### config.mk
export PLATFORM = sky130hd
export DESIGN_NAME = spmd_loader_flat
export DESIGN_NICKNAME = d
export VERILOG_FILES = /design/src/design/manycore_pkg.sv /design/src/design/tile_link_if.sv /design/src/design/spmd_loader.sv /design/src/flat_wrapper.sv
export SDC_FILE = /design/constraint.sdc
export NUM_CORES = 1
export LEC_CHECK = 0
export BUFFER_PORTS_ARGS = -buffer_cell sky130_fd_sc_hd__buf_2
export CAP_MARGIN = 30
export CELL_PAD_IN_SITES_DETAIL_PLACEMENT = 1
export CELL_PAD_IN_SITES_GLOBAL_PLACEMENT = 1
export CORE_ASPECT_RATIO = 1.5
export CORE_MARGIN = 2
export CORE_UTILIZATION = 45
export CTS_CLUSTER_SIZE = 14
export DETAILED_ROUTE_END_ITERATION = 7
export PLACE_DENSITY = 0.63
export SETUP_SLACK_MARGIN = 0.15
export SLEW_MARGIN = 20
export SYNTH_ARGS = -nofsm -noshare
export SYNTH_HDL_FRONTEND = slang
export SYNTH_SLANG_ARGS = --single-unit
### constraint.sdc
create_clock -name clk_i -period 7.05 [get_ports clk_i]
set_input_delay 0.705 -clock clk_i [delete_from_list [all_inputs] [get_ports clk_i]]
set_output_delay 0.705 -clock clk_i [all_outputs]
set_load 0.005 [all_outputs]
### src/design/manycore_pkg.sv
`default_nettype none

package manycore_pkg;

  // grid geometry
  localparam int num_rows  = 2;
  localparam int num_cols  = 2;
  localparam int num_tiles = num_rows * num_cols;

  // program image
  localparam int img_words       = 16;    // 32-bit words per image
  localparam int tile_id_ptr     = 3;     // word patched with the tile number
  localparam int checksum_cycles = img_words; // one word summed per cycle

  typedef logic [31:0] word_t;
  typedef logic [3:0]  waddr_t;
  typedef logic [0:0]  xcord_t;
  typedef logic [0:0]  ycord_t;
  typedef logic [1:0]  tile_idx_t;

  typedef enum logic [1:0] {
    op_store    = 2'd1,  // write one word into tile memory
    op_unfreeze = 2'd2   // release the tile
  } opcode_e;

  typedef enum logic [1:0] {
    idle,
    load,
    unfreeze,
    done
  } loader_state_e;

  typedef enum logic [1:0] {
    frozen,
    running,
    reporting,
    finished
  } tile_state_e;

  // tile number to grid position, row-major
  function automatic xcord_t tile_xcord(input tile_idx_t tile);
    return xcord_t'(int'(tile) % num_cols);
  endfunction

  function automatic ycord_t tile_ycord(input tile_idx_t tile);
    return ycord_t'(int'(tile) / num_cols);
  endfunction

endpackage

`default_nettype wire

### src/design/tile_link_if.sv
`default_nettype none

interface tile_link_if;

  logic                   valid;
  logic                   ready;
  manycore_pkg::opcode_e  opcode;
  manycore_pkg::waddr_t   word_addr;
  manycore_pkg::word_t    data;
  manycore_pkg::xcord_t   xcord;   // destination column
  manycore_pkg::ycord_t   ycord;   // destination row

  modport source (
    output valid, opcode, word_addr, data, xcord, ycord,
    input  ready
  );

  modport sink (
    input  valid, opcode, word_addr, data, xcord, ycord,
    output ready
  );

endinterface

`default_nettype wire

### src/design/spmd_loader.sv
`default_nettype none

module spmd_loader (
  input  logic                 clk_i,
  input  logic                 reset_i,
  input  logic                 img_we_i,
  input  manycore_pkg::waddr_t img_addr_i,
  input  manycore_pkg::word_t  img_data_i,
  input  logic                 start_i,
  output logic                 busy_o,
  output logic                 done_o,
  tile_link_if.source          pkt_o
);

  manycore_pkg::loader_state_e state;
  manycore_pkg::tile_idx_t     tile_no;   // tile being served
  manycore_pkg::waddr_t        load_addr; // word being sent
  manycore_pkg::word_t         img_mem [manycore_pkg::img_words];

  logic xfer;
  logic last_word;
  logic last_tile;

  assign xfer      = pkt_o.valid & pkt_o.ready;
  assign last_word = (load_addr == manycore_pkg::waddr_t'(manycore_pkg::img_words - 1));
  assign last_tile = (tile_no == manycore_pkg::tile_idx_t'(manycore_pkg::num_tiles - 1));

  // host side image buffer, frozen once a launch begins
  always_ff @(posedge clk_i)
  begin
    if (img_we_i && state == manycore_pkg::idle)
      img_mem[img_addr_i] <= img_data_i;
  end

  always_ff @(posedge clk_i)
  begin
    if (reset_i)
    begin
      state     <= manycore_pkg::idle;
      tile_no   <= '0;
      load_addr <= '0;
    end
    else
    begin
      case (state)
        manycore_pkg::idle:
          if (start_i)
          begin
            state     <= manycore_pkg::load;
            tile_no   <= '0;
            load_addr <= '0;
          end
        manycore_pkg::load:
          if (xfer)
          begin
            load_addr <= last_word ? '0 : load_addr + 1'b1;
            if (last_word)
            begin
              tile_no <= last_tile ? '0 : tile_no + 1'b1;
              if (last_tile)
                state <= manycore_pkg::unfreeze; // every image copied
            end
          end
        manycore_pkg::unfreeze:
          if (xfer)
          begin
            tile_no <= tile_no + 1'b1;
            if (last_tile)
              state <= manycore_pkg::done;
          end
        default: ; // done holds until reset
      endcase
    end
  end

  assign busy_o = (state == manycore_pkg::load) || (state == manycore_pkg::unfreeze);
  assign done_o = (state == manycore_pkg::done);

  assign pkt_o.valid     = busy_o;
  assign pkt_o.opcode    = (state == manycore_pkg::unfreeze) ? manycore_pkg::op_unfreeze
                                                             : manycore_pkg::op_store;
  assign pkt_o.word_addr = load_addr;
  assign pkt_o.xcord     = manycore_pkg::tile_xcord(tile_no);
  assign pkt_o.ycord     = manycore_pkg::tile_ycord(tile_no);

  always_comb
  begin
    if (state == manycore_pkg::unfreeze)
      pkt_o.data = '0;
    else if (load_addr == manycore_pkg::waddr_t'(manycore_pkg::tile_id_ptr))
      pkt_o.data = manycore_pkg::word_t'(tile_no); // per-tile id patch
    else
      pkt_o.data = img_mem[load_addr];
  end

  // a stalled packet must not change under the tile
  a_pkt_hold: assert property (@(posedge clk_i) disable iff (reset_i)
    pkt_o.valid && !pkt_o.ready |=>
      pkt_o.valid && $stable(pkt_o.opcode) && $stable(pkt_o.word_addr) &&
      $stable(pkt_o.data) && $stable(pkt_o.xcord) && $stable(pkt_o.ycord))
    else $error("loader packet changed while stalled");

endmodule

`default_nettype wire

### src/flat_wrapper.sv
// flat-port wrapper written by rule: the top's interface ports become plain ports
module spmd_loader_flat 
  (clk_i, reset_i, img_we_i, img_addr_i, img_data_i, start_i, busy_o, done_o, pkt_o_valid, pkt_o_opcode, pkt_o_word_addr, pkt_o_data, pkt_o_xcord, pkt_o_ycord, pkt_o_ready);
  tile_link_if pkt_o_i ();
  input  logic clk_i;
  input  logic reset_i;
  input  logic img_we_i;
  input  manycore_pkg::waddr_t img_addr_i;
  input  manycore_pkg::word_t img_data_i;
  input  logic start_i;
  output logic busy_o;
  output logic done_o;
  output wire logic [$bits(pkt_o_i.valid)-1:0] pkt_o_valid;
  output wire logic [$bits(pkt_o_i.opcode)-1:0] pkt_o_opcode;
  output wire logic [$bits(pkt_o_i.word_addr)-1:0] pkt_o_word_addr;
  output wire logic [$bits(pkt_o_i.data)-1:0] pkt_o_data;
  output wire logic [$bits(pkt_o_i.xcord)-1:0] pkt_o_xcord;
  output wire logic [$bits(pkt_o_i.ycord)-1:0] pkt_o_ycord;
  input wire logic [$bits(pkt_o_i.ready)-1:0] pkt_o_ready;
  assign pkt_o_valid = pkt_o_i.valid;
  assign pkt_o_opcode = pkt_o_i.opcode;
  assign pkt_o_word_addr = pkt_o_i.word_addr;
  assign pkt_o_data = pkt_o_i.data;
  assign pkt_o_xcord = pkt_o_i.xcord;
  assign pkt_o_ycord = pkt_o_i.ycord;
  assign pkt_o_i.ready = pkt_o_ready;
  spmd_loader u_core (.clk_i(clk_i), .reset_i(reset_i), .img_we_i(img_we_i), .img_addr_i(img_addr_i), .img_data_i(img_data_i), .start_i(start_i), .busy_o(busy_o), .done_o(done_o), .pkt_o(pkt_o_i));
endmodule
==> results.cfg, run 1 <==
[layout]
final_common_cell = edfxtp_1
syn_to_final_growth_pct = 13.8
nets = 1036
layout-drive-gt1-share = 0.315
design_area_sq_um = 22800
layout_common_cells = edfxtp_1 (512), mux4_2 (128), buf_2 (83), mux2i_1 (66), clkbuf_16 (49)

[clocking]
cts_hold_buffers = 0
clk_latency_ps = 570
cts_sinks = 524
htreeDepth = 2
numCtsBuffers = 48
post-cts-setup-buffers = 0
cts_buffer_depth = 3
cts_root_buf = clkbuf_16
path_clk_slew_ps = 60
cts-resized-gates = 0
cts_tree = done

[worst_setup_path]
cp-end-kind = output pin
start_kind = register
crit_required_ps = 6340
critical_path_class = reg2out
crit_fanout = 47
critical_path_arrival_ps = 3270

[logic_synthesis]
yosysUniqueCellTypes = 36
seq_area_frac_synth = 0.778
synth_edf_count = 512
syn_area_sq_um = 20100
async_flop_share = 0
yosys_warnings = 0
post_synth.cell_area_avg_sq_um = 22.9
synth_fp_nets = 925
ys_ff_latch = 524
ys.flop_type = edfxtp_1
syn_inst = 877

[sta]
max_freq_ghz = 0.251
finClkSkew_ps = 13.6
setup_viol_count_final = 0
finalSetupTns_ps = 0
finalCritPeriodShare = 0.564
min_period_ps = 3980
hold_viol = 0
worst_pin_slew_ps = 915
maxSlewHeadroom = 0.390
maxSlewViolCount = 0
rsz0062_at_grt = false

[route]
route.antenna.remaining_nets = 0
vias = 9100
avgRoutedWirePerCell_microns = 27.6
via_per_inst = 5.69
totalWireLength_microns = 44200
drc_errors = 0
drt_pass1_iterations = 5
dr.first_iter.drc_count = 761

[power]
powerDensity_nw_per_um2 = 297
p_leak_uw = 0.00694
ir_drop_mv = 0.221

[placed_design]
port-buffer-count = 83
dp.final_hpwl_microns = 22500
place.gp.congestion = 0.710
post_dp_cell_area_sq_um = 21300

[outcome]
status = finished clean

[grt]
antenna_found_initial = 3
grt_max_degree = 103
grt.overflow.total = 0
grt_pass1_vias = 9960
grt_usage = 0.196
grt_pass1_wl_microns = 66000

[floorplan]
io_pins = 84
start_util = 0.456
num_rows = 94
die-area_sq_um = 46300
fp.dieW_microns = 176
die-height_microns = 263
core_sq_um = 44000

[worst_hold_path]
holdCritPathClass = in2reg

[run]
cap_viol_max_count = 0
==> registers in the layout, indices dropped and copies added, names as in the netlist, named ones only <==
| name | count |
|---|---|
| u_core.img_mem | 512 |
| u_core.tile_no | 2 |
| u_core.state | 2 |
| u_core.pkt_o.word_addr | 4 |
==> final timing paths <==
kind | from | endpoint | slack, ps | cells past startpoint
worst max register to register | u_core.state[1] | u_core.img_mem[15][24] | 4410 | 5
worst max-delay path | register | pkt_o_data[10] | 3070 | 5
worst min-delay path | reset_i | u_core.tile_no[1] | 450 | 2
worst min register to register | u_core.tile_no[1] | u_core.tile_no[1] | 530 | 2
==> report_power, final <==
part | leakage, uW | total, uW | switching, uW | internal, uW
sequential | 0.00472 | 3540 | 43.7 | 3500
clock | 0.000731 | 2500 | 1090 | 1410
combinational | 0.00149 | 739 | 393 | 345
total | 0.00694 | 6780 | 1530 | 5250
==> layout make-up <==
class / count / area (sq um)
antenna: 1 / 2.50
clock buffer: 55 / 1250
clock inverter: 28 / 235
fill: 3860 / 21200
inverter: 5 / 18.8
multi-input combinational: 304 / 4350
sequential: 524 / 15600
tap: 576 / 721
timing repair buffer: 105 / 633
==> logic make-up after synthesis <==
kind of cell | synth area share
fa+ha+maj | 0.00436
simple gates | 0.0145
flops | 0.778
mux | 0.177
buf+inv | 0.0111
compound gates | 0.0150
==> cells in the mapped netlist (4+ instances only) <==
master    number  share of area
dfxtp_1       12          0.012
nand2b_1       4         0.0012
o21ai_0        6         0.0015
mux4_2       128           0.14
inv_1          5        0.00094
edfxtp_1     512           0.77
nor3_1         5         0.0012
ha_1           7         0.0044
nor2_1        20         0.0037
mux2i_1       66          0.033
clkbuf_1      16         0.0030
nand2_1        5        0.00094
o22ai_1       30         0.0094
buf_2         22         0.0055
a21oi_1        7         0.0017
==> per-stage QoR <==
step / hold WS (ps) / std cells / utilization / total power, uW / setup WS (ps)
floorplan: 482 / 877 / - / 4090 / 3240
global placement: 504 / 1512 / 0.484 / 4350 / 3520
detailed placement: 528 / 1514 / 0.485 / 4370 / 3600
CTS: 443 / 1597 / 0.519 / 6860 / 3000
global route: 451 / 1598 / 0.519 / 7020 / 2820
finish: 449 / 1598 / 0.519 / 6780 / 3070
==> routing by layer <==
metal | track usage | vias up | wire length (microns)
met2 | 0.338 | 225 | 22800
met1 | 0.264 | 4873 | 18600
met3 | 0.0262 | 59 | 1860
met4 | 0.0512 | 4 | 907
met5 | 0 | - | 27
li1 | - | 3939 | -
==> critical path: stages, from the launching register on <==
cell and delay (ps):
dfxtp_4 910, buf_4 750, mux4_2 420, mux2i_1 210, o22ai_1 170, buf_2 200
No activity file was read; power rests on OpenSTA's default activity.
==> run 2: changes to the inputs <==
--- a/config.mk
+++ b/config.mk
@@ -5,6 +5,7 @@
 export SDC_FILE = /design/constraint.sdc
 export NUM_CORES = 1
 export LEC_CHECK = 0
+export ABC_AREA = 1
 export BUFFER_PORTS_ARGS = -buffer_cell sky130_fd_sc_hd__buf_2
 export CAP_MARGIN = 30
 export CELL_PAD_IN_SITES_DETAIL_PLACEMENT = 1
@@ -14,7 +15,7 @@
 export CORE_UTILIZATION = 45
 export CTS_CLUSTER_SIZE = 14
 export DETAILED_ROUTE_END_ITERATION = 7
-export PLACE_DENSITY = 0.63
+export PLACE_DENSITY = 0.68
 export SETUP_SLACK_MARGIN = 0.15
 export SLEW_MARGIN = 20
 export SYNTH_ARGS = -nofsm -noshare
==> constraint.sdc (replaced) <==
create_clock -name clk_i -period 4.2 [get_ports clk_i]
set_input_delay 0.42 -clock clk_i [delete_from_list [all_inputs] [get_ports clk_i]]
set_output_delay 0.42 -clock clk_i [all_outputs]
set_load 0.005 [all_outputs]
==> run 2 against run 1 <==
  * Hold slack worse by 380 ps
  * Design area increased by 4.7%
  * Worst setup slack lost 2300 ps
==> results.cfg, run 2 <==
[outcome]
status = finished clean

[logic_synthesis]
seq_area_frac_synth = 0.735
yosys-top-cells-area = edfxtp_1 (72%), nor2_1 (8.0%), nand3_1 (4.9%)
synth_top_area_frac = 0.723
synth_most_common_cell = edfxtp_1
ys_ff_latch = 524
yosysUniqueCellTypes = 26
post_synth.cell_area_avg_sq_um = 12.0
async_flop_share = 0
ys.flop_type = edfxtp_1
yosys_warnings = 0
synth_commonest_cells = edfxtp_1 (512), nor2_1 (453), nand3_1 (206)
synth_fp_nets = 1814
syn_inst = 1766
synth_edf_count = 512
synth_top_area_cell = edfxtp_1
syn_area_sq_um = 21300

[sta]
finClkSkew_ps = 14.3
holdWs_ps = 66.0
rsz0062_at_grt = false
finalSetupTns_ps = 0
maxSlewHeadroom = 0.320
maxSlewViolCount = 0
hold_viol = 0
min_period_ps = 3380
max_freq_ghz = 0.296
finalCritPeriodShare = 0.805
setup_viol_count_final = 0
worst_pin_slew_ps = 1020

[clocking]
htreeDepth = 2
cts_tree = done
cts_root_buf = clkbuf_16
cts-resized-gates = 0
post-cts-setup-buffers = 0
cts_buffer_depth = 3
clk_latency_ps = 570
numCtsBuffers = 49
cts_hold_buffers = 0
path_clk_slew_ps = 60
cts_sinks = 524

[worst_setup_path]
r2r_start = u_core.state[1]
critical_path_class = reg2out
rr_worst_depth = 7
r2r-end = u_core.img_mem[1][4]
r2r_setup_slack_ps = 1550
cp-end-kind = output pin
start_kind = register
crit_required_ps = 3780
critical_path_arrival_ps = 2960
crit_fanout = 72

[grt]
grt_pass1_vias = 14900
grt_max_degree = 153
grt_pass1_wl_microns = 89800
grt_usage = 0.245
antenna_found_initial = 2
grt.overflow.total = 0

[power]
powerDensity_nw_per_um2 = 551
p_leak_uw = 0.00820
power_frac_clock = 0.327
power_switching_uw = 3940
seqPwrFrac = 0.455
ir_drop_mv = 0.328
p_int_uw = 9230
comb_power_share = 0.218
sw_frac_of_total = 0.299

[floorplan]
io_pins = 84
fp.dieW_microns = 181
core_sq_um = 46700
die-height_microns = 270
num_rows = 97
die-area_sq_um = 49000
start_util = 0.455

[run]
cap_viol_max_count = 0

[route]
totalWireLength_microns = 59800
route.antenna.remaining_nets = 0
avgRoutedWirePerCell_microns = 24.3
dr.first_iter.drc_count = 1140
drc_errors = 0
via_per_inst = 5.70
drt_pass1_iterations = 5
vias = 14000

[worst_hold_path]
hold_depth = 2
min_from = reset_i
holdCritPathClass = in2reg

[layout]
nets = 1879
layout_common_cells = edfxtp_1 (512), nor2_1 (437), nand3_1 (206), o21ai_0 (149), nand2_1 (100)
design_area_sq_um = 23900
fin_util = 0.512
regMostFlops = u_core.img_mem
layout-drive-gt1-share = 0.114
syn_to_final_growth_pct = 12.5
largest_reg_flops = 512
final_common_cell = edfxtp_1

[placed_design]
post_dp_cell_area_sq_um = 22400
dp.final_hpwl_microns = 32400
port-buffer-count = 83
place.gp.congestion = 0.761
## run 2: area by class of cell
class	instances	area (sq um)
fill	4741	22800
multi-input combinational	1059	4870
clock inverter	26	224
inverter	75	289
antenna	1	2.50
clock buffer	62	1290
sequential	524	15600
tap	594	743
timing repair buffer	122	858
## run 2: worst max path at each step
stage                                from                    to  slack (ps)
after detailed placement         register         pkt_o_data[6]        1390
after CTS                        register         pkt_o_data[6]         780
after floorplan           u_core.state[0]  u_core.img_mem[4][0]        1560
after global routing             register        pkt_o_data[15]         630
final                            register        pkt_o_data[19]         820
after global placement           register         pkt_o_data[6]        1350
## run 2: cells by family (layout without fill, tap and decap cells)
group / count (synthesis) / after routing / share of synthesized area
AOI/OAI and AO/OA: 286 / 286 / 0.0711
adders and majority gates: 7 / 7 / 0.00412
buffers and inverters: 183 / 285 / 0.0421
DFF: 524 / 524 / 0.735
other: 0 / 1 / 0
and+or+nand+nor: 766 / 766 / 0.148
## run 2: worst max-delay path: stages (launching register included)
cell and delay, ps:
dfxtp_4 460, inv_6 510, buf_4 400, nor2_1 70
nor2_1 80, o21ai_0 110, nand3_1 110, nand3_1 80
a21oi_1 340, buf_2 190
## run 2: power groups by stage
stage | sequential (uW) | combinational (uW) | clock (uW)
global placement | 6100 | 2800 | 0
detailed placement | 6110 | 2890 | 0
global route | 6010 | 3190 | 4560
floorplan | 6040 | 1890 | 0
finish | 6000 | 2870 | 4300
CTS | 6000 | 2910 | 4370
## run 2: layer usage
| metal | track usage | vias up | part of all wire |
|---|---|---|---|
| li1 | - | 6365 | - |
| met1 | 0.304 | 7204 | 0.40 |
| met2 | 0.436 | 356 | 0.52 |
| met3 | 0.0297 | 119 | 0.042 |
| met4 | 0.0926 | 2 | 0.034 |
| met5 | 0 | - | 0.00023 |
## run 2: through the flow
step | total power, uW | setup WS (ps) | cells
after detailed placement | 9000 | 1390 | 2374
after CTS | 13300 | 778 | 2462
final | 13200 | 820 | 2463
after global routing | 13800 | 629 | 2463
after floorplan | 7930 | 1560 | 1766
after global placement | 8900 | 1350 | 2371
