### config.mk
export PLATFORM = sky130hd
export DESIGN_NAME = tile_node_flat
export DESIGN_NICKNAME = d
export VERILOG_FILES = /design/src/design/manycore_pkg.sv /design/src/design/tile_link_if.sv /design/src/design/result_link_if.sv /design/src/design/tile_node.sv /design/src/flat_wrapper.sv
export SDC_FILE = /design/constraint.sdc
export NUM_CORES = 1
export LEC_CHECK = 0
export ABC_AREA = 1
export BUFFER_PORTS_ARGS = -buffer_cell sky130_fd_sc_hd__buf_2
export CAP_MARGIN = 10
export CELL_PAD_IN_SITES_DETAIL_PLACEMENT = 0
export CELL_PAD_IN_SITES_GLOBAL_PLACEMENT = 1
export CORE_UTILIZATION = 25
export CTS_BUF_LIST = sky130_fd_sc_hd__clkbuf_4 sky130_fd_sc_hd__clkbuf_8
export DETAILED_ROUTE_END_ITERATION = 6
export MAX_ROUTING_LAYER = met4
export PLACE_DENSITY = 0.53
export SLEW_MARGIN = 30
export SYNTH_ARGS = -nofsm -noshare
export SYNTH_HDL_FRONTEND = slang
export SYNTH_SLANG_ARGS = --single-unit
### constraint.sdc
create_clock -name clk_i -period 3.15 [get_ports clk_i]
set_input_delay 0.1575 -clock clk_i [delete_from_list [all_inputs] [get_ports clk_i]]
set_output_delay 0.1575 -clock clk_i [all_outputs]
set_load 0.01 [all_outputs]
### src/design/manycore_pkg.sv
`default_nettype none

package manycore_pkg;

  // grid geometry
  localparam int num_rows  = 2;
  localparam int num_cols  = 2;
  localparam int num_tiles = num_rows * num_cols;

  // program image
  localparam int img_words       = 16;    // 32-bit words per image
  localparam int tile_id_ptr     = 3;     // word patched with the tile number
  localparam int checksum_cycles = img_words; // one word summed per cycle

  typedef logic [31:0] word_t;
  typedef logic [3:0]  waddr_t;
  typedef logic [0:0]  xcord_t;
  typedef logic [0:0]  ycord_t;
  typedef logic [1:0]  tile_idx_t;

  typedef enum logic [1:0] {
    op_store    = 2'd1,  // write one word into tile memory
    op_unfreeze = 2'd2   // release the tile
  } opcode_e;

  typedef enum logic [1:0] {
    idle,
    load,
    unfreeze,
    done
  } loader_state_e;

  typedef enum logic [1:0] {
    frozen,
    running,
    reporting,
    finished
  } tile_state_e;

  // tile number to grid position, row-major
  function automatic xcord_t tile_xcord(input tile_idx_t tile);
    return xcord_t'(int'(tile) % num_cols);
  endfunction

  function automatic ycord_t tile_ycord(input tile_idx_t tile);
    return ycord_t'(int'(tile) / num_cols);
  endfunction

endpackage

`default_nettype wire

### src/design/tile_link_if.sv
`default_nettype none

interface tile_link_if;

  logic                   valid;
  logic                   ready;
  manycore_pkg::opcode_e  opcode;
  manycore_pkg::waddr_t   word_addr;
  manycore_pkg::word_t    data;
  manycore_pkg::xcord_t   xcord;   // destination column
  manycore_pkg::ycord_t   ycord;   // destination row

  modport source (
    output valid, opcode, word_addr, data, xcord, ycord,
    input  ready
  );

  modport sink (
    input  valid, opcode, word_addr, data, xcord, ycord,
    output ready
  );

endinterface

`default_nettype wire

### src/design/result_link_if.sv
`default_nettype none

interface result_link_if;

  logic                    valid;
  logic                    ready;
  manycore_pkg::tile_idx_t tile;  // reporting tile
  manycore_pkg::word_t     sum;   // checksum of its memory

  modport source (
    output valid, tile, sum,
    input  ready
  );

  modport sink (
    input  valid, tile, sum,
    output ready
  );

endinterface

`default_nettype wire

### src/design/tile_node.sv
`default_nettype none

module tile_node (
  input  logic                    clk_i,
  input  logic                    reset_i,
  input  manycore_pkg::tile_idx_t tile_id_i,
  tile_link_if.sink               pkt_i,
  result_link_if.source           res_o
);

  manycore_pkg::tile_state_e state;
  manycore_pkg::waddr_t      rd_addr;  // summing pointer
  manycore_pkg::word_t       sum;      // running checksum
  manycore_pkg::word_t       mem [manycore_pkg::img_words];

  logic pkt_xfer;
  logic sum_last;

  assign pkt_xfer = pkt_i.valid & pkt_i.ready;
  assign sum_last = (rd_addr == manycore_pkg::waddr_t'(manycore_pkg::checksum_cycles - 1));

  // local program memory, filled only while frozen
  always_ff @(posedge clk_i)
  begin
    if (pkt_xfer && pkt_i.opcode == manycore_pkg::op_store)
      mem[pkt_i.word_addr] <= pkt_i.data;
  end

  always_ff @(posedge clk_i)
  begin
    if (reset_i)
    begin
      state   <= manycore_pkg::frozen;
      rd_addr <= '0;
      sum     <= '0;
    end
    else
    begin
      case (state)
        manycore_pkg::frozen:
          if (pkt_xfer && pkt_i.opcode == manycore_pkg::op_unfreeze)
          begin
            state   <= manycore_pkg::running;
            rd_addr <= '0;
            sum     <= '0;
          end
        manycore_pkg::running:
        begin
          sum     <= sum + mem[rd_addr];   // wraps mod 2^32
          rd_addr <= rd_addr + 1'b1;
          if (sum_last)
            state <= manycore_pkg::reporting;
        end
        manycore_pkg::reporting:
          if (res_o.ready)
            state <= manycore_pkg::finished; // result taken
        default: ; // finished until reset
      endcase
    end
  end

  assign pkt_i.ready = (state == manycore_pkg::frozen);

  assign res_o.valid = (state == manycore_pkg::reporting);
  assign res_o.tile  = tile_id_i;
  assign res_o.sum   = sum;

  // router decode must agree with this tile's grid position
  a_coord_match: assert property (@(posedge clk_i) disable iff (reset_i)
    pkt_i.valid |-> (pkt_i.xcord == manycore_pkg::tile_xcord(tile_id_i)) &&
                    (pkt_i.ycord == manycore_pkg::tile_ycord(tile_id_i)))
    else $error("tile %0d got a packet for another tile", tile_id_i);

endmodule

`default_nettype wire

### src/flat_wrapper.sv
// flat-port wrapper written by rule: the top's interface ports become plain ports
module tile_node_flat 
  (clk_i, reset_i, tile_id_i, pkt_i_valid, pkt_i_opcode, pkt_i_word_addr, pkt_i_data, pkt_i_xcord, pkt_i_ycord, pkt_i_ready, res_o_valid, res_o_tile, res_o_sum, res_o_ready);
  tile_link_if pkt_i_i ();
  result_link_if res_o_i ();
  input  logic clk_i;
  input  logic reset_i;
  input  manycore_pkg::tile_idx_t tile_id_i;
  input wire logic [$bits(pkt_i_i.valid)-1:0] pkt_i_valid;
  input wire logic [$bits(pkt_i_i.opcode)-1:0] pkt_i_opcode;
  input wire logic [$bits(pkt_i_i.word_addr)-1:0] pkt_i_word_addr;
  input wire logic [$bits(pkt_i_i.data)-1:0] pkt_i_data;
  input wire logic [$bits(pkt_i_i.xcord)-1:0] pkt_i_xcord;
  input wire logic [$bits(pkt_i_i.ycord)-1:0] pkt_i_ycord;
  output wire logic [$bits(pkt_i_i.ready)-1:0] pkt_i_ready;
  output wire logic [$bits(res_o_i.valid)-1:0] res_o_valid;
  output wire logic [$bits(res_o_i.tile)-1:0] res_o_tile;
  output wire logic [$bits(res_o_i.sum)-1:0] res_o_sum;
  input wire logic [$bits(res_o_i.ready)-1:0] res_o_ready;
  assign pkt_i_i.valid = pkt_i_valid;
  assign pkt_i_i.opcode = pkt_i_opcode;
  assign pkt_i_i.word_addr = pkt_i_word_addr;
  assign pkt_i_i.data = pkt_i_data;
  assign pkt_i_i.xcord = pkt_i_xcord;
  assign pkt_i_i.ycord = pkt_i_ycord;
  assign pkt_i_ready = pkt_i_i.ready;
  assign res_o_valid = res_o_i.valid;
  assign res_o_tile = res_o_i.tile;
  assign res_o_sum = res_o_i.sum;
  assign res_o_i.ready = res_o_ready;
  tile_node u_core (.clk_i(clk_i), .reset_i(reset_i), .tile_id_i(tile_id_i), .pkt_i(pkt_i_i), .res_o(res_o_i));
endmodule
==> out/summary.txt, run 1 <==
status -> finished, final reports clean
Die Wd -> 308.6 µm
CTS tree -> done
PwrDens -> 657.7 nW/µm²
Multi-input gate area -> 7281 µm²
Metal-1 WL -> 33.32 mm
Logic pwr share -> 25.7%
min-delay src -> reset_i
Seq. cell area -> 16230 µm²
Setup violations, final -> 0
Clock Skew -> 23.48 ps
clock share of power -> 32.7%
total I/O pin count -> 82
Mapped Area -> 23510 µm²
Placer Congestion -> 0.8412
Cells after Synth -> 2010
Synth Area in XOR/XNOR -> 0.1490%
clock-pin slew on the worst setup and hold paths -> 70 ps
pre-CTS WS -> -179.7 ps
RSZ-0062 raised after global routing -> true
Congestion Overflow GR -> 0
fill cell total of the finished layout -> 9289
FF+latch count, synth -> 554
via count -> 16980
Adder-Cell Fraction of Synth Area -> 2.055%
clock sinks -> 554
Post-Synth Simple-Gate Area -> 11.44%
Synth Area in Compound Gates -> 13.14%
sequential share of the synthesized area -> 68.98%
area of the die -> 95260 µm²
mux share of post-synthesis cell area -> 0%
Data arrival, critical path -> 3660 ps
Fmax -> 0.3290 GHz
syn_area_per_cell -> 11.69 µm²
Initial Util -> 25.22%
Row Count -> 112
peak supply drop -> 0.3026 mV
syn_nets -> 2094
Final ANT Viol Nets -> 0
met2 WL -> 37.75 mm
Core ar. -> 93190 µm²
clock buffer depth -> 3
DR top layer -> met4
Port-buffer cells -> 75
total track usage -> 15.74%
Lkg Pwr -> 10.63 nW
first-pass GRT wire length -> 107.1 mm
crit path capture type -> flop
fraction of layout cells with a size suffix above 1 -> 25.14%
HPWL after detailed placement -> 40.76 mm
sw frac -> 30.52%
worst slew pin tran -> 805.3 ps
CTS Buf Count -> 98
crit-path max FO -> 8
Residual DRC -> 0
Tcrit/Tclk final -> 96.49%
nets -> 2370
Hold Fails Final Rpt -> 0
post-route minimum period -> 3040 ps
Detailed Route Iter0 Violations -> 1034
First-pass DRT Iterations -> 5
synth unique cells -> 34
Fin Setup TNS -> 0 ps
maxcap violations -> 0
final core occ -> 32.67%
final WL -> 76.71 mm
CTS H-Tree Depth -> 3
CTS root buffer -> clkbuf_8
Ys Warns -> 0
number of global-route vias before repair -> 16630
clk_lat worst skew -> 700 ps
switching power -> 0.006110 W
Internal -> 0.01391 W
max-slew violations -> 0
worst endpoint required time -> 3770 ps
Die Ht -> 308.6 µm
pin count of the biggest net entering global routing -> 73
initial antenna violation count -> 3
Final WS setup -> 110.5 ps
worst hold path class -> in2reg
Routed met3 length -> 3.595 mm
vias per cell -> 4.691
routed len/inst -> 21.20 µm
largest family of logic cells by synthesized area -> compound AO/OA/AOI/OAI gates
Worst setup SP type -> flop
Rel. slew slack -> 46.32%
synthesis-to-finish area growth -> 29.52%
critical path type -> reg2reg
Reg power frac -> 41.6%
==> flip-flops by register name (all words and copies together) (netlist names), named ones only <==
signal and count:
u_core.mem 512, u_core.rd_addr 4, u_core.res_o.sum 32, u_core.state 2
==> layer usage <==
| layer | up-vias | track usage, % |
|---|---|---|
| met1 | 8508 | 19.64 |
| li1 | 7915 | - |
| met5 | - | - |
| met4 | 0 | 5.334 |
| met2 | 438 | 26.21 |
| met3 | 117 | 2.062 |
==> cell usage in the layout, fill, tap and decap left out, types with 54 or more instances in the layout <==
cell type / synthesis / final
a21oi_1: 77 / 55
buf_2: 13 / 75
buf_4: 20 / 106
clkbuf_8: 0 / 98
edfxtp_1: 512 / 512
inv_1: 106 / 99
nand2_1: 257 / 199
nand2_2: 0 / 55
nand3_1: 75 / 69
nor2_1: 307 / 273
o21ai_0: 269 / 211
o21ai_1: 5 / 54
o221ai_1: 88 / 86
==> stage by stage <==
step | cell area, µm² | total power (W) | cells | hold slack, ps
2_1_floorplan | 23510 | 0.01065 | 2010 | 256.4
4_1_cts | 28980 | 0.01913 | 3581 | 20.76
3_5_place_dp | 26600 | 0.01239 | 3369 | 315.1
5_1_grt | 30450 | 0.02101 | 3619 | 78.17
6_report | 30450 | 0.02002 | 3619 | 65.57
3_3_place_gp | 26600 | 0.01234 | 3369 | 315.1
==> final cells by class <==
cell class                      instances  share of cell area, %
Sequential cell                       554                  53.30
Clock buffer                          123                  5.047
Multi-Input combinational cell       1232                  23.91
Clock inverter                         54                  1.221
Tap cell                             1254                  5.153
Timing Repair inverter                  1                0.05343
Timing Repair Buffer                  292                  9.929
Antenna cell                            2                0.01644
Inverter                              107                  1.364
==> cell families (layout without fill, tap and decap cells) <==
family | after synthesis | after routing
AND/OR/NAND/NOR | 670 | 670
flip-flops | 554 | 554
AO/OA/AOI/OAI | 520 | 520
buffers and inverters | 224 | 577
adder cells (fa/ha/maj) | 38 | 38
XOR/XNOR | 4 | 4
other | 0 | 2
==> Yosys cell counts (all sizes together) <==
cell	number	area (µm²)
o21ai	274	1371
nor4	1	6.260
o221ai	88	770.7
fa	1	20.02
o211ai	36	270.3
a21oi	77	385.4
a21o	1	7.510
and2	2	12.51
nand3b	10	75.07
nand4	4	25.02
ha	37	462.9
clkbuf	71	266.5
nand2	257	964.7
buf	46	324.1
dfxtp	42	840.8
xnor2	1	8.760
nor2	308	1159
nor3	8	40.04
and3	1	6.260
edfxtp	512	15370
or2	3	18.77
o21bai	7	52.55
nand2b	1	6.260
nand3	75	375.4
xor2	3	26.28
inv	107	404.1
o22ai	37	231.5
==> power groups by stage <==
stage	registers, W	logic [W]	clock network (W)
finish	0.00833	0.00515	0.00655
global route	0.00834	0.00563	0.00705
CTS	0.00831	0.00408	0.00674
detailed placement	0.00846	0.00393	0
global placement	0.00845	0.00389	0
floorplan	0.00844	0.00221	0
==> worst max-delay path: stages, from the launching register on <==
cell,delay (ps)
dfxtp_4,370
buf_12,160
inv_12,60
buf_16,160
buf_16,150
o21ai_1,110
o22ai_1,80
o211ai_1,240
nand2_2,190
ha_4,300
nand2_1,70
nand2_2,60
buf_4,120
o21bai_2,190
inv_1,80
nand2_2,70
a21oi_2,170
nand2_1,70
nand2_1,60
nand3_1,80
a21oi_1,160
==> worst paths after layout <==
| check | cells past startpoint | slack [ps] | end |
|---|---|---|---|
| max reg2reg | 20 | 110 | u_core.res_o.sum[29] |
| min | 2 | 70 | u_core.res_o.sum[1] |
| min reg2reg | 2 | 500 | u_core.res_o.sum[0] |
| max | 20 | 110 | u_core.res_o.sum[29] |
==> what timing repair did <==
action / CTS / global route
gates resized for setup: 23 / 254
setup buffers: 1 / 19
hold buffers: 33 / 0
cloned: 1 / 17
setup endpoints to repair: 13 / 24
endpoints found under the hold margin: 514 / 0
pin swaps: 0 / 87
(Power assumes the default switching activity.)
==> run 2, diff against run 1 <==
==> constraint.sdc (replaced) <==
create_clock -name clk_i -period 3.15 [get_ports clk_i]
set_input_delay 0.315 -clock clk_i [delete_from_list [all_inputs] [get_ports clk_i]]
set_output_delay 0.315 -clock clk_i [all_outputs]
set_load 0.01 [all_outputs]
==> run 2 against run 1 <==
Setup slack got worse by 5.5 ps. Sequential share of layout area decreased by 0.58 points. Clock-buffer cell count increased by 7. Critical path depth decreased by 2. Wire length decreased by 0.30%. Sequential power about the same. Core utilization increased by 0.36 points. Via count decreased by 0.28%. First-iteration DRC count increased by 1.1%. Flip-flop and latch count unchanged. Clock skew increased by 15 ps. Maximum frequency decreased by 0.18%. Largest power group unchanged.
==> out/summary.txt, run 2 (synthesized netlist as in run 1, its figures left out) <==
status -> finished, final reports clean
Port-buffer cells -> 75
Placer Congestion -> 0.8480
Rel. slew slack -> 68.89%
number of flip-flops under the largest register name -> 512
Largest Register -> u_core.mem
most frequent cells in the layout -> 512 x edfxtp_1, 271 x nor2_1, 195 x o21ai_0, 193 x nand2_1, 118 x buf_4
clk_lat worst skew -> 700 ps
Worst setup SP type -> flop
Initial Util -> 25.22%
crit path capture type -> flop
met3 usage -> 2.439%
First-pass DRT Iterations -> 5
Die Ht -> 308.6 µm
PwrDens -> 648.6 nW/µm²
fraction of layout cells with a size suffix above 1 -> 26.82%
final WL -> 76.48 mm
CTS Buf Count -> 95
Setup violations, final -> 0
clock-pin slew on the worst setup and hold paths -> 60 ps
Power Total -> 0.01996 W
initial antenna violation count -> 4
Residual DRC -> 0
HPWL after detailed placement -> 41.41 mm
post-route minimum period -> 3045 ps
leading cell type in the layout, fill and taps excluded -> edfxtp_1
total track usage -> 15.66%
Congestion Overflow GR -> 0
global-route track usage on met1 -> 19.03%
total I/O pin count -> 82
Detailed Route Iter0 Violations -> 1045
CTS root buffer -> clkbuf_8
largest registers -> u_core.mem: 512 flops, u_core.res_o.sum: 32 flops, u_core.rd_addr: 4 flops
Clock Skew -> 38.66 ps
Lkg Pwr -> 10.80 nW
fin area -> 30780 µm²
CTS H-Tree Depth -> 3
max-slew violations -> 0
fill cell total of the finished layout -> 9278
worst slew pin tran -> 466.1 ps
number of global-route vias before repair -> 16680
Tcrit/Tclk final -> 96.67%
Final ANT Viol Nets -> 0
nets -> 2386
via count -> 16930
RSZ-0062 raised after global routing -> true
area of the die -> 95260 µm²
crit-path max FO -> 7
Row Count -> 112
GR Util met2 -> 26.68%
clock buffer depth -> 3
clock sinks -> 554
area of placed instances -> 26710 µm²
pin count of the biggest net entering global routing -> 59
worst endpoint required time -> 3700 ps
CTS tree -> done
maxcap violations -> 0
Die Wd -> 308.6 µm
Hold Fails Final Rpt -> 0
vias per cell -> 4.655
first-pass GRT wire length -> 106.9 mm
critical path type -> reg2reg
Data arrival, critical path -> 3590 ps
Core ar. -> 93190 µm²
routed len/inst -> 21.03 µm
worst hold path class -> in2reg
peak supply drop -> 0.3474 mV
Fmax -> 0.3284 GHz
min-delay src -> res_o_ready
layer with the highest usage -> met2
synthesis-to-finish area growth -> 30.94%
-- run 2: cell count changes in the layout (fill, tap and decap cells not counted), moves of 4 or more --
cell / before / now
o21ai_0: 211 / 195
buf_4: 106 / 118
buf_12: 38 / 48
clkbuf_4: 25 / 35
clkinv_1: 32 / 23
o21ai_2: 8 / 16
o21ai_1: 54 / 61
nand2_1: 199 / 193
nand2_4: 3 / 7
-- run 2: layout make-up --
type | count | area, µm² | area share, %
Sequential cell | 554 | 16230 | 52.73
Multi-Input combinational cell | 1232 | 7371 | 23.95
Timing Repair Buffer | 311 | 3269 | 10.62
Clock buffer | 130 | 1570 | 5.102
Tap cell | 1254 | 1569 | 5.098
Inverter | 107 | 430.4 | 1.398
Clock inverter | 44 | 319.1 | 1.037
Timing Repair inverter | 1 | 11.26 | 0.03659
Antenna cell | 4 | 10.01 | 0.03252
-- run 2: path summary, 6_finish.rpt --
check | end | slack, ps | cells after the start
worst max-delay path | u_core.res_o.sum[24] | 110 | 18
worst min-delay path | u_core.state[1] | 100 | 6
worst max register to register | u_core.res_o.sum[24] | 110 | 18
worst min register to register | u_core.res_o.sum[0] | 490 | 2
-- run 2: power by group --
part	switching [W]	internal (W)
logic	0.00297	0.00220
registers	0.000146	0.00817
clock network	0.00297	0.00351
-- run 2: metal layers --
metal	up-vias	routed length [µm]	share of wire (%)
li1	7958	-	-
met4	0	1795	2.3
met5	-	0	0
met2	418	38030	50
met1	8440	32550	43
met3	114	4103	5.4
-- run 2: timing repair --
action,4_1_cts,5_1_grt
endpoints found under the hold margin,512,0
setup buffers,2,29
pin swaps,6,106
gates resized for setup,26,297
hold buffers,32,0
cloned,2,20
endpoints found under the setup margin,13,24
-- run 2: critical path, cell delays in order (launching register included) --
cell	delay (ps)
dfxtp_4	380
buf_12	160
inv_16	60
buf_16	160
clkbuf_16	160
o21ai_2	100
o22ai_1	90
o211ai_1	270
nand2_2	200
ha_4	340
buf_6	100
nand2_4	60
nor4_4	270
buf_4	180
nand2_2	90
nand3_2	80
nand2_1	50
nand3_1	90
a21oi_1	70
-- run 2: per-stage QoR --
stage | hold slack, ps | setup slack, ps | TNS [ps] | util, % | std cells
2_1_floorplan | 413.9 | 243.2 | 0 | - | 2010
3_3_place_gp | 476.1 | -172.0 | -566.7 | 28.66 | 3377
3_5_place_dp | 478.8 | -119.4 | -621.2 | 28.66 | 3377
4_1_cts | 41.20 | 6.620 | 0 | 31.29 | 3587
5_1_grt | 110.3 | -40.53 | -186.1 | 33.03 | 3637
6_report | 99.45 | 105.0 | 0 | 33.03 | 3637
==> run 3, diff against run 2 <==
- CORE_UTILIZATION: 25 -> 50
- PLACE_DENSITY: 0.53 -> unset
- PLACE_DENSITY_LB_ADDON: unset -> 0.05
==> run 3 against run 2 <==
Design area shrank 7.5%. Via count decreased by 2.3%. Combinational power shrank 21%. Clock-buffer cell count down 10. Core utilization rose by 28 points. Global-route usage increased by 12 points. Wire length down 15%. Clock power decreased by 3%. Flip-flop and latch count stayed put. Total power fell by 6.4%. Hold slack worse by 48 ps. Non-clock buffer count down 65.
==> out/summary.txt, run 3 (synthesized netlist as in run 1, its figures left out) <==
post-route minimum period -> 3019 ps
maxcap violations -> 0
routed len/inst -> 22.37 µm
Fin Setup TNS -> 0 ps
Final WS setup -> 130.6 ps
CTS root buffer -> clkbuf_8
Initial Util -> 50.60%
final hold slack -> 51.67 ps
synthesis-to-finish area growth -> 21.11%
number of flip-flops under the largest register name -> 512
worst slew pin tran -> 516.8 ps
via count -> 16540
First-pass DRT Iterations -> 5
RSZ-0062 raised after global routing -> true
fin cells -> 2910
pre-CTS WS -> -2.149 ps
Placer Congestion -> 0.8980
vias per cell -> 5.683
Rel. slew slack -> 65.55%
total I/O pin count -> 82
Residual DRC -> 0
Seq. cell area -> 16230 µm²
Setup violations, final -> 0
fraction of layout cells with a size suffix above 1 -> 19.37%
most frequent cells in the layout -> 512 x edfxtp_1, 281 x nor2_1, 260 x o21ai_0, 232 x nand2_1, 104 x inv_1
Data arrival, critical path -> 3560 ps
nets -> 2317
Core ar. -> 46460 µm²
pin count of the biggest net entering global routing -> 48
worst hold path class -> in2reg
leading cell type in the layout, fill and taps excluded -> edfxtp_1
PwrDens -> 656.6 nW/µm²
max-slew violations -> 0
crit path capture type -> flop
Worst setup SP type -> flop
clk_lat worst skew -> 680 ps
Tcrit/Tclk final -> 95.85%
Lkg Pwr -> 10.23 nW
total track usage -> 27.95%
peak supply drop -> 0.4820 mV
Fmax -> 0.3312 GHz
fill cell total of the finished layout -> 3704
clock sinks -> 554
Row Count -> 79
critical path type -> reg2reg
Die Wd -> 218.8 µm
Inst Count DP -> 2706
clock buffer depth -> 3
CTS Buf Count -> 92
clock-pin slew on the worst setup and hold paths -> 60 ps
CTS tree -> done
final WL -> 65.11 mm
largest registers -> u_core.mem: 512 flops, u_core.res_o.sum: 32 flops, u_core.rd_addr: 4 flops
CTS H-Tree Depth -> 3
status -> finished, final reports clean
Multi-input gate area -> 6746 µm²
HPWL after detailed placement -> 36.43 mm
first-pass GRT wire length -> 94.73 mm
Die Ht -> 218.8 µm
Detailed Route Iter0 Violations -> 1234
area of placed instances -> 25770 µm²
number of global-route vias before repair -> 15780
Final ANT Viol Nets -> 0
Largest Register -> u_core.mem
initial antenna violation count -> 1
area of the die -> 47880 µm²
crit-path max FO -> 8
Clock Skew -> 35.71 ps
worst endpoint required time -> 3690 ps
Congestion Overflow GR -> 0
fin area -> 28470 µm²
Hold Fails Final Rpt -> 0
Port-buffer cells -> 75
[run 3: repair_timing]
| action | CTS | global route |
|---|---|---|
| endpoints found under the setup margin | 0 | 22 |
| resized for setup | 0 | 91 |
| hold endpoints to repair | 446 | 0 |
| hold buffers | 32 | 0 |
| buffers inserted | 0 | 2 |
[run 3: area by class of cell]
cell class / instances / share of cell area, %
Clock inverter: 43 / 1.125
Sequential cell: 554 / 57.01
Timing Repair Buffer: 246 / 8.786
Clock buffer: 120 / 5.252
Multi-Input combinational cell: 1232 / 23.70
Tap cell: 607 / 2.668
Antenna cell: 1 / 0.008790
Inverter: 107 / 1.455
[run 3: final timing paths]
kind	from	end	slack, ps	cells after the start
worst min register to register	u_core.res_o.sum[5]	u_core.res_o.sum[5]	490	2
worst max register to register	flop	u_core.res_o.sum[28]	130	19
worst min-delay path	pkt_i_data[3]	u_core.mem[10][3]	50	1
worst max-delay path	flop	u_core.res_o.sum[28]	130	19
[run 3: stage by stage]
step / power, W / utilization, %
floorplan: 0.01065 / -
global placement: 0.01213 / 55.47
detailed placement: 0.01219 / 55.47
CTS: 0.01849 / 60.07
global route: 0.01954 / 61.28
finish: 0.01869 / 61.28
[run 3: layer usage]
metal	wire [µm]	track usage (%)
met1	27630	36.43
met4	1545	7.940
met5	0	-
met3	4159	4.574
met2	31770	45.37
[run 3: critical path, cell delays in order (launching register included)]
cell and delay [ps]:
dfxtp_4 390, inv_6 90, buf_12 160, o21ai_0 100
o221ai_1 220, o211ai_1 130, nand2_1 150, ha_2 200
inv_1 60, fa_2 360, nand3b_1 170, nand2_2 100
buf_4 110, nand3_1 60, nand3b_1 190, nand2_1 120
nand2_1 80, nand2_1 60, nand3_1 70, a21oi_1 60
[run 3: power by group]
part           switching, W  internal (W)
logic               0.00246       0.00164
registers          0.000126       0.00817
clock network       0.00286       0.00344
total               0.00545        0.0132
